## src/rename_cfg_pkg.sv

```systemverilog
// sizing for the rename map: 32 architectural registers, 64 physical tags
// physical tags must cover the identity mapping, so PHYS_REGS >= ARCH_REGS
// one dispatch slot, two writeback ports
package rename_cfg_pkg;

    // ====================================================================
    // table geometry
    // ====================================================================
    localparam int ARCH_REGS = 32;
    localparam int PHYS_REGS = 64;
    localparam int WB_PORTS  = 2;

    // index and tag widths
    localparam int ARCH_IDX_W = $clog2(ARCH_REGS);
    localparam int PHYS_TAG_W = $clog2(PHYS_REGS);

    // architectural register index
    typedef logic [ARCH_IDX_W-1:0] arch_idx_t;

    // physical register tag
    typedef logic [PHYS_TAG_W-1:0] phys_tag_t;

    // hardwired zero register, its mapping never changes
    localparam arch_idx_t ZERO_REG = '0;

endpackage

```

## src/rename_types_pkg.sv

```systemverilog
// bundles that move between the rename map blocks
// map_table_t is the whole table, also used as snapshot in and out
// entry 0 of a packed table is architectural register 0
package rename_types_pkg;
    import rename_cfg_pkg::*;

    // ====================================================================
    // table storage
    // ====================================================================
    // one mapping: physical tag and its value-ready bit
    typedef struct packed {
        phys_tag_t tag;
        logic      ready;
    } map_entry_t;

    // full map, indexed by architectural register
    typedef map_entry_t [ARCH_REGS-1:0] map_table_t;

    // ====================================================================
    // request and response bundles
    // ====================================================================
    // source operand lookup
    typedef struct packed {
        arch_idx_t rs1;
        arch_idx_t rs2;
    } src_req_t;

    typedef struct packed {
        phys_tag_t rs1_tag;
        logic      rs1_ready;
        phys_tag_t rs2_tag;
        logic      rs2_ready;
    } src_rsp_t;

    // destination rename from dispatch
    typedef struct packed {
        logic      valid;
        logic      is_branch;
        arch_idx_t arch_dst;
        phys_tag_t new_tag;
    } disp_req_t;

    // one writeback port, and all of them together
    typedef struct packed {
        logic      valid;
        phys_tag_t tag;
    } wb_port_t;

    typedef wb_port_t [WB_PORTS-1:0] wb_bus_t;

endpackage

```

## src/wb_tag_match.sv

```systemverilog
// flags every table entry whose tag is being written back this cycle
// purely combinational, one comparator per entry and writeback port
`timescale 1ns/1ps

module wb_tag_match (
    input  rename_types_pkg::map_table_t         table_i,
    input  rename_types_pkg::wb_bus_t            wb_bus_i,
    output logic [rename_cfg_pkg::ARCH_REGS-1:0] wb_hit_o
);
    import rename_cfg_pkg::*;

    // ====================================================================
    // tag compare
    // ====================================================================
    // the hit vector is shared by lookup forwarding and ready marking
    // so the compare array exists only once
    always_comb begin
        wb_hit_o = '0;
        for (int e = 0; e < ARCH_REGS; e++) begin
            // any valid port carrying this entry's tag
            for (int p = 0; p < WB_PORTS; p++) begin
                if (wb_bus_i[p].valid && (wb_bus_i[p].tag == table_i[e].tag)) begin
                    wb_hit_o[e] = 1'b1;
                end
            end
        end
    end

    // note: several entries can share one tag after a restore,
    // all of them get flagged

endmodule

```

## src/map_table_regs.sv

```systemverilog
// architectural-to-physical map storage
// synchronous reset loads the identity map, all entries ready
`timescale 1ns/1ps

module map_table_regs (
    input  logic                         clock,
    input  logic                         reset,
    input  rename_types_pkg::map_table_t table_d_i,
    output rename_types_pkg::map_table_t table_q_o
);
    import rename_cfg_pkg::*;

    // ====================================================================
    // state
    // ====================================================================
    // every edge takes the next table, no enable needed since
    // map_next_state returns the old contents when nothing happens
    always_ff @(posedge clock) begin
        if (reset) begin
            for (int i = 0; i < ARCH_REGS; i++) begin
                // register i lives in physical tag i
                table_q_o[i].tag   <= PHYS_TAG_W'(i);
                table_q_o[i].ready <= 1'b1;
            end
        end else begin
            table_q_o <= table_d_i;
        end
    end

    // note: physical tags ARCH_REGS and up start on the free list,
    // which lives outside this block

endmodule

```

## src/src_lookup.sv

```systemverilog
// source operand and old-tag read ports, zero latency
// ready bits include same-cycle writeback forwarding
// old tag follows the snapshot while a restore is in flight
`timescale 1ns/1ps

module src_lookup (
    input  rename_types_pkg::map_table_t         table_i,
    input  logic [rename_cfg_pkg::ARCH_REGS-1:0] wb_hit_i,
    input  rename_types_pkg::src_req_t           src_req_i,
    input  rename_types_pkg::disp_req_t          disp_req_i,
    input  logic                                 restore_valid_i,
    input  rename_types_pkg::map_table_t         snapshot_i,
    output rename_types_pkg::src_rsp_t           src_rsp_o,
    output rename_cfg_pkg::phys_tag_t            disp_old_phys_o
);

    // ====================================================================
    // source reads
    // ====================================================================
    // rs1
    assign src_rsp_o.rs1_tag   = table_i[src_req_i.rs1].tag;
    // stored ready or the value lands this cycle
    assign src_rsp_o.rs1_ready = table_i[src_req_i.rs1].ready | wb_hit_i[src_req_i.rs1];

    // rs2
    assign src_rsp_o.rs2_tag   = table_i[src_req_i.rs2].tag;
    assign src_rsp_o.rs2_ready = table_i[src_req_i.rs2].ready | wb_hit_i[src_req_i.rs2];

    // ====================================================================
    // old destination tag
    // ====================================================================
    // freed at commit of the renaming instruction, so it must match
    // the mapping the table will actually hold
    always_comb begin
        if (restore_valid_i) begin
            disp_old_phys_o = snapshot_i[disp_req_i.arch_dst].tag;
        end else begin
            disp_old_phys_o = table_i[disp_req_i.arch_dst].tag;
        end
    end

endmodule

```

## src/map_next_state.sv

```systemverilog
// next-state logic of the rename map
// restore beats dispatch; snapshot_o never sees the restore
// checkpoint strobe is combinational and gated only by branch_stall_i
`timescale 1ns/1ps

module map_next_state (
    input  rename_types_pkg::map_table_t         table_i,
    input  logic [rename_cfg_pkg::ARCH_REGS-1:0] wb_hit_i,
    input  rename_types_pkg::disp_req_t          disp_req_i,
    input  rename_types_pkg::wb_bus_t            wb_bus_i,
    input  logic                                 restore_valid_i,
    input  rename_types_pkg::map_table_t         snapshot_i,
    input  logic                                 branch_stall_i,
    output rename_types_pkg::map_table_t         table_d_o,
    output rename_types_pkg::map_table_t         snapshot_o,
    output logic                                 checkpoint_valid_o
);
    import rename_cfg_pkg::*;
    import rename_types_pkg::*;

    // table after rename and writeback, before any restore
    map_table_t           spec_tbl;
    // table loaded from the snapshot port
    map_table_t           restore_tbl;
    // dispatch that really renames (zero register excluded)
    logic                 do_rename;
    // snapshot tag is being written back this cycle
    logic [ARCH_REGS-1:0] snap_wb_hit;
    // snapshot tag equals the live tag and the live value is ready
    logic [ARCH_REGS-1:0] keep_ready;

    assign do_rename = disp_req_i.valid && (disp_req_i.arch_dst != ZERO_REG);

    // ====================================================================
    // speculative path: writeback marking, then rename
    // ====================================================================
    always_comb begin
        spec_tbl = table_i;
        // untouched entries keep their tag, so the live hit vector applies
        for (int e = 0; e < ARCH_REGS; e++) begin
            if (wb_hit_i[e]) begin
                spec_tbl[e].ready = 1'b1;
            end
        end
        // rename overrides last, the renamed entry never picks up a writeback
        if (do_rename) begin
            spec_tbl[disp_req_i.arch_dst].tag   = disp_req_i.new_tag;
            spec_tbl[disp_req_i.arch_dst].ready = 1'b0;
        end
    end

    // ====================================================================
    // restore path
    // ====================================================================
    always_comb begin
        snap_wb_hit = '0;
        keep_ready  = '0;
        for (int e = 0; e < ARCH_REGS; e++) begin
            for (int p = 0; p < WB_PORTS; p++) begin
                if (wb_bus_i[p].valid && (wb_bus_i[p].tag == snapshot_i[e].tag)) begin
                    snap_wb_hit[e] = 1'b1;
                end
            end
            // value may have completed after the snapshot was taken
            keep_ready[e] = (snapshot_i[e].tag == table_i[e].tag) && table_i[e].ready;
            restore_tbl[e].tag   = snapshot_i[e].tag;
            restore_tbl[e].ready = snapshot_i[e].ready | keep_ready[e] | snap_wb_hit[e];
        end
    end

    // restore wins, dispatch in the same cycle is dropped
    assign table_d_o  = restore_valid_i ? restore_tbl : spec_tbl;
    assign snapshot_o = spec_tbl;

    // branch checkpoint, held back while the branch unit stalls
    assign checkpoint_valid_o = disp_req_i.valid & disp_req_i.is_branch & ~branch_stall_i;

endmodule

```

## src/rename_map_top.sv

```systemverilog
// register alias table: 32 arch regs, 64 tags, 1 dispatch, 2 writebacks
// all inputs are valid-qualified single-cycle pulses, no handshake
// lookups are combinational, renames visible one cycle after dispatch
`timescale 1ns/1ps

module rename_map_top (
    input  logic                         clock,
    input  logic                         reset,
    input  rename_types_pkg::src_req_t   src_req_i,
    input  rename_types_pkg::disp_req_t  disp_req_i,
    input  rename_types_pkg::wb_bus_t    wb_bus_i,
    input  logic                         branch_stall_i,
    input  logic                         restore_valid_i,
    input  rename_types_pkg::map_table_t snapshot_i,
    output rename_types_pkg::src_rsp_t   src_rsp_o,
    output rename_cfg_pkg::phys_tag_t    disp_old_phys_o,
    output rename_types_pkg::map_table_t snapshot_o,
    output logic                         checkpoint_valid_o
);
    import rename_cfg_pkg::*;
    import rename_types_pkg::*;

    // current and next table
    map_table_t           table_q;
    map_table_t           table_d;
    // entries whose tag is on a writeback port
    logic [ARCH_REGS-1:0] wb_hit;

    // ====================================================================
    // storage and tag compare
    // ====================================================================
    map_table_regs u_regs (
        .clock     (clock),
        .reset     (reset),
        .table_d_i (table_d),
        .table_q_o (table_q)
    );

    wb_tag_match u_wb_match (
        .table_i  (table_q),
        .wb_bus_i (wb_bus_i),
        .wb_hit_o (wb_hit)
    );

    // ====================================================================
    // read ports and update
    // ====================================================================
    src_lookup u_lookup (
        .table_i         (table_q),
        .wb_hit_i        (wb_hit),
        .src_req_i       (src_req_i),
        .disp_req_i      (disp_req_i),
        .restore_valid_i (restore_valid_i),
        .snapshot_i      (snapshot_i),
        .src_rsp_o       (src_rsp_o),
        .disp_old_phys_o (disp_old_phys_o)
    );

    map_next_state u_next (
        .table_i            (table_q),
        .wb_hit_i           (wb_hit),
        .disp_req_i         (disp_req_i),
        .wb_bus_i           (wb_bus_i),
        .restore_valid_i    (restore_valid_i),
        .snapshot_i         (snapshot_i),
        .branch_stall_i     (branch_stall_i),
        .table_d_o          (table_d),
        .snapshot_o         (snapshot_o),
        .checkpoint_valid_o (checkpoint_valid_o)
    );

endmodule

```

## config.mk

```make
export PLATFORM = sky130hd
export DESIGN_NAME = rename_map_top
export DESIGN_NICKNAME = d
export VERILOG_FILES = /design/src/rename_cfg_pkg.sv /design/src/rename_types_pkg.sv /design/src/wb_tag_match.sv /design/src/map_table_regs.sv /design/src/src_lookup.sv /design/src/map_next_state.sv /design/src/rename_map_top.sv
export SDC_FILE = /design/constraint.sdc
export NUM_CORES = 2
export LEC_CHECK = 0
export BUFFER_PORTS_ARGS = -buffer_cell sky130_fd_sc_hd__buf_4
export CAP_MARGIN = 10
export CORE_UTILIZATION = 55
export DETAILED_ROUTE_END_ITERATION = 8
export PLACE_DENSITY_LB_ADDON = 0.25
export SLEW_MARGIN = 25
export SYNTH_ARGS = -nofsm -noshare
export SYNTH_HDL_FRONTEND = slang
export SYNTH_HIERARCHICAL = 1
export SYNTH_SLANG_ARGS = --single-unit
```

## constraint.sdc

```tcl
create_clock -name clock -period 6.2 [get_ports clock]
set_input_delay 0.31 -clock clock [delete_from_list [all_inputs] [get_ports clock]]
set_output_delay 0.31 -clock clock [all_outputs]
set_load 0.005 [all_outputs]
```

Word-level counts from Yosys, hierarchy flattened
Index checks and enable logic that the tools add are counted.
{ "totals": {"ff_bits": 224, "word_cells": 641, "output_inout_bits": 245} }
{ "classes": {"bitwise": 69, "mux": 181, "reduce_logical": 163, "magnitude_cmp": 4, "eq_ne": 160} }
{ "op_table": {"columns": ["operator", "count"], "rows": [
  ["$eq A6 B6 Y1", 160],
  ["$bwmux W224", 2],
  ["$mux W224", 2],
  ["$mux W1", 163],
  ["$logic_and A1 B1 Y1", 162],
  ["$bmux W7 S5", 4],
  ["$demux W7 S5", 2],
  ["$or A1 B1 Y1", 66],
  ["$mux W7", 5],
  ["$lt A5 B6 Y1 const B", 3],
  ["$bmux W1 S5", 2],
  ["$mux W6", 1],
  ["$ge A5 B1 Y1 const B", 1],
  ["$reduce_bool A5 Y1", 1],
  ["$and A1 B1 Y1", 2],
  ["$not A1 Y1", 1]
]} }

Logic depth before layout (Yosys ltp)
{ "logic_depth": {"ltp_word": 9, "ltp_mapped": 10, "ltp_nobuf": 8} }

Cells and area by module
The synthesis kept the hierarchy.
{ "modules_own_cells": {"columns": ["module", "area_per_inst_um2", "seq_area_each_um2", "cells_per_inst", "instances"], "rows": [
  ["map_next_state", 11969.0, 0.0, 1453, 1],
  ["src_lookup", 6670.1, 0.0, 454, 1],
  ["map_table_regs", 6093.3, 4484.3, 473, 1],
  ["wb_tag_match", 4859.7, 0.0, 598, 1]
]} }

Worst setup path before layout
Ideal clock, no wire load.
{ "synth_timing": {"path_type": "input to output", "start": "input wb_bus_i[2] in the netlist's numbering", "end": "output src_rsp_o[7] in the netlist's numbering", "path_slack_ps": 3774, "arrival_time_ps": 2116, "path_stages": 9, "required_ps": 5890, "cell_sequence": "buf_6 > buf_8 > xnor2_1 > nand4_1 > o22ai_1 > nor2_1 > mux4_2 > mux4_2 > mux2i_1"} }
{ "synth_rtl": {"columns": ["item", "line_no", "source"], "rows": [
  ["start, declared", "rename_map_top.sv:11", "input rename_types_pkg::wb_bus_t wb_bus_i,"],
  ["end, declared", "rename_map_top.sv:15", "output rename_types_pkg::src_rsp_t src_rsp_o,"]
]} }

==> impl_results.md <==
- # H-tree levels: 1
- Largest family of logic cells by synthesized area: multiplexers
- Yosys top cell by area: xnor2_1
- Initial antenna violation count: 8
- Maximum clock path buffer count: 3
- Simple-gate area share of the yosys netlist: around 14%
- Final min period: between 4000 and 5000 ps
- Fin. max-slew vios: 0
- Largest regs: u_regs/table_q_o x224
- Failing checks: design-rule violations
- Setup WS post-layout: 2020 ps
- Total Wirelength: between 100000 and 150000 um
- Status: complete, but fails checks
- First-pass GRT wire length: around 190000 um
- RSZ-0062 raised after global routing: no
- Post-Synth Adder-Cell Area: 0%
- Vias: between 20k and 30k
- Startpoint types: input pin
- Final worst path period share: 67.4%
- Initial core utilization: ~56%
- Total grt overflow: 0
- Fin cells: 3998
- Core area: around 53000 um^2
- Pwr dens: 176 nW/um^2
- Commonest non-fill, non-tap cells in the layout: xnor2_1, buf_4, mux2_2
- Die width: about 230 um
- Most frequent CP cell: buf_4
- CP bufs+invs: 3
- Post-CTS Setup Bufs: 0
- Hold buffers post-CTS: 0
- CTS tree: yes
- Seq/Total Area, Yosys: between 10% and 20%
- Share of cells above drive strength 1: between 30% and 40%
- Worst EP arrival: between 3000 and 4000 ps
- HPWL Detailed: 93400 um
- Via-per-instance ratio: ~7
- Net count, final: 3553
- Leak: 12.0 nW
- TritonCTS Buffers: 27
- Drt wl/cell: between 30 and 40 um
- Post-Synthesis Cells: 2978
- Reg clk slew, reported paths: approximately 60 ps
- Worst EP required: roughly 5900 ps
- Leading cell type in the layout, fill and taps excluded: xnor2_1
- Resize count post-CTS: 0
- Warnings, synthesis: 6
- Slew headroom: roughly a quarter
- Syn nets: 3243
- Max cap viols: 0
- CP Class: in2out
- Worst-Skew Late Latency: 590 ps
- Worst VDD drop: a little over 0.2 mV
- Mean Syn Cell Area: about 9.9 um^2
- Clock root cell: clkbuf_16
- IO Port Bufs: 509
- Dpl ws: between 2000 and 2500 ps
- DRC errors left: 58
- Detailed Routing Iterations Pass 1: 9
- CP max stage delay: between 600 and 700 ps
- Post-synthesis register bit count: around 220
- Yosys cell types: 44
- Synth top area cells: xnor2_1, mux4_2, dfxtp_1, mux2_2, xor2_1
- Setup Viol. Count Final: 0
- Die Y: 234 um
- DRT antenna net count: 0
- Worst Tran Pin Value: about 1100 ps
- CP delay by family, top: multiplexers
- Achievable Freq: between 200 and 250 MHz
- Yosys top cell area share: approximately a fifth
- Post-Syn Area: 29600 um^2
- Initial drt markers: ~4.8k
- CP max stage cell: buf_4
- Crit path cell chain: buf_4 > buf_4 > xnor2_1 > nand3_1 > o22ai_1 > nor2_1 > mux4_2 > mux4_2 > mux2i_1 > buf_4
- Largest net degree at the start of global routing: 134
- Setup crit end kind: output port
- Worst Hold Class: in2reg
- Largest register FFs: 224
- IO Pins: 510
- DIE AREA: ~55000 um^2
- Synth Area in Compound Gates: around 3%
- GPL Wtd Cong: around 1.0
- # clock sinks: ~220
- Vias in the first global route: between 20k and 30k
- Mux cell area share after synthesis: around a third
- Placed Cells: 3947
- Worst-path fanout max: 40
- Number of fill cells: between 4k and 5k
- Register with the most flip-flops: u_regs/table_q_o
- Post-Synth XOR/XNOR Area: between 20% and 30%
- Layout area overhead: 14.9%
- Max Clock Skew: ~21 ps
- Final hold vios: 0
- Cell row count: 84
- Total GRT Usage: between 40% and 50%
- TNS Setup: 0 ps
-- Yosys cell counts --
library cell and number:
mux4_2 232, mux2i_1 20, buf_8 2, nor3_2 1
and2_1 1, mux2_1 16, o21ai_0 6, a21oi_1 38
o221ai_1 6, a211oi_1 9, mux2_2 386, nand4_1 161
nand4b_1 3, or3_1 4, nor4_1 128, nand3_1 74
dfxtp_1 224, buf_2 68, nand3b_1 1, xor2_1 288
clkbuf_2 4, o21a_1 18, or2_2 2, clkbuf_1 110
nand2b_1 6, a22oi_1 9, nor4bb_1 1, nor2b_1 105
or2_1 112, nand2_1 17, o22ai_1 44, nor2_1 106
a22o_1 3, a221oi_1 3, and2b_1 12, buf_6 63
and4bb_2 2, xnor2_1 672, a21o_1 3, nor3_1 1
and2_0 1, nor4b_2 1, buf_1 12, buf_4 3
-- routing by layer --
layer,GRT usage (%),up-vias,part of all wire (%)
li1,-,11400,-
met1,59.1,13900,36
met2,70.5,2651,44
met3,10.2,593,13
met4,25.4,8,6.5
met5,0,-,0.037
-- path summary, 6_finish.rpt --
path	start	end	slack, ps	depth (start not counted)
setup / recovery	wb_bus_i[5]	src_rsp_o[7]	2020	10
hold / removal	snapshot_i[63]	u_regs/table_q_o[63]	90	4
setup reg to reg	u_regs/table_q_o[221]	u_regs/table_q_o[217]	4200	8
hold reg to reg	u_regs/table_q_o[35]	u_regs/table_q_o[35]	830	4
-- area by class of cell --
cell class	instances	area, um^2	area share (%)
antenna	4	10.0	0.0294
clock buffer	38	797	2.34
clock inverter	9	195	0.574
multi-input combinational	2492	23500	69.2
sequential	224	4480	13.2
tap	688	861	2.53
timing repair buffer	543	4120	12.1
-- logic make-up after synthesis --
| logic type | after synthesis |
|---|---|
| and+or+nand+nor | 739 |
| muxes | 654 |
| buffers and inverters | 262 |
| DFF | 224 |
| AOI/OAI and AO/OA | 139 |
| xor gates and xnor gates | 960 |
-- report_power, final --
group / switching (W) / internal (W) / total (W)
clock: 0.000679 / 0.00113 / 0.00181
combinational: 0.00120 / 0.00117 / 0.00237
sequential: 0.000270 / 0.00153 / 0.00180
-- through the flow --
step	hold slack (ps)	utilization, %	area, um^2	total power (W)
CTS	83.5	64.3	34000	0.00589
detailed placement	678	62.4	33000	0.00409
finish	94.1	64.3	34000	0.00598
floorplan	529	-	29600	0.00319
global route	118	64.3	34000	0.00612
global placement	672	62.4	33000	0.00404
-- worst reg2reg max path, delay by kind of cell (launching register included) --
family | cells | cell delay, ps
simple gates | 5 | 740
flops | 1 | 590
compound gates | 2 | 430
xor+xnor | 1 | 200
Power figures use the tool's default switching activity.
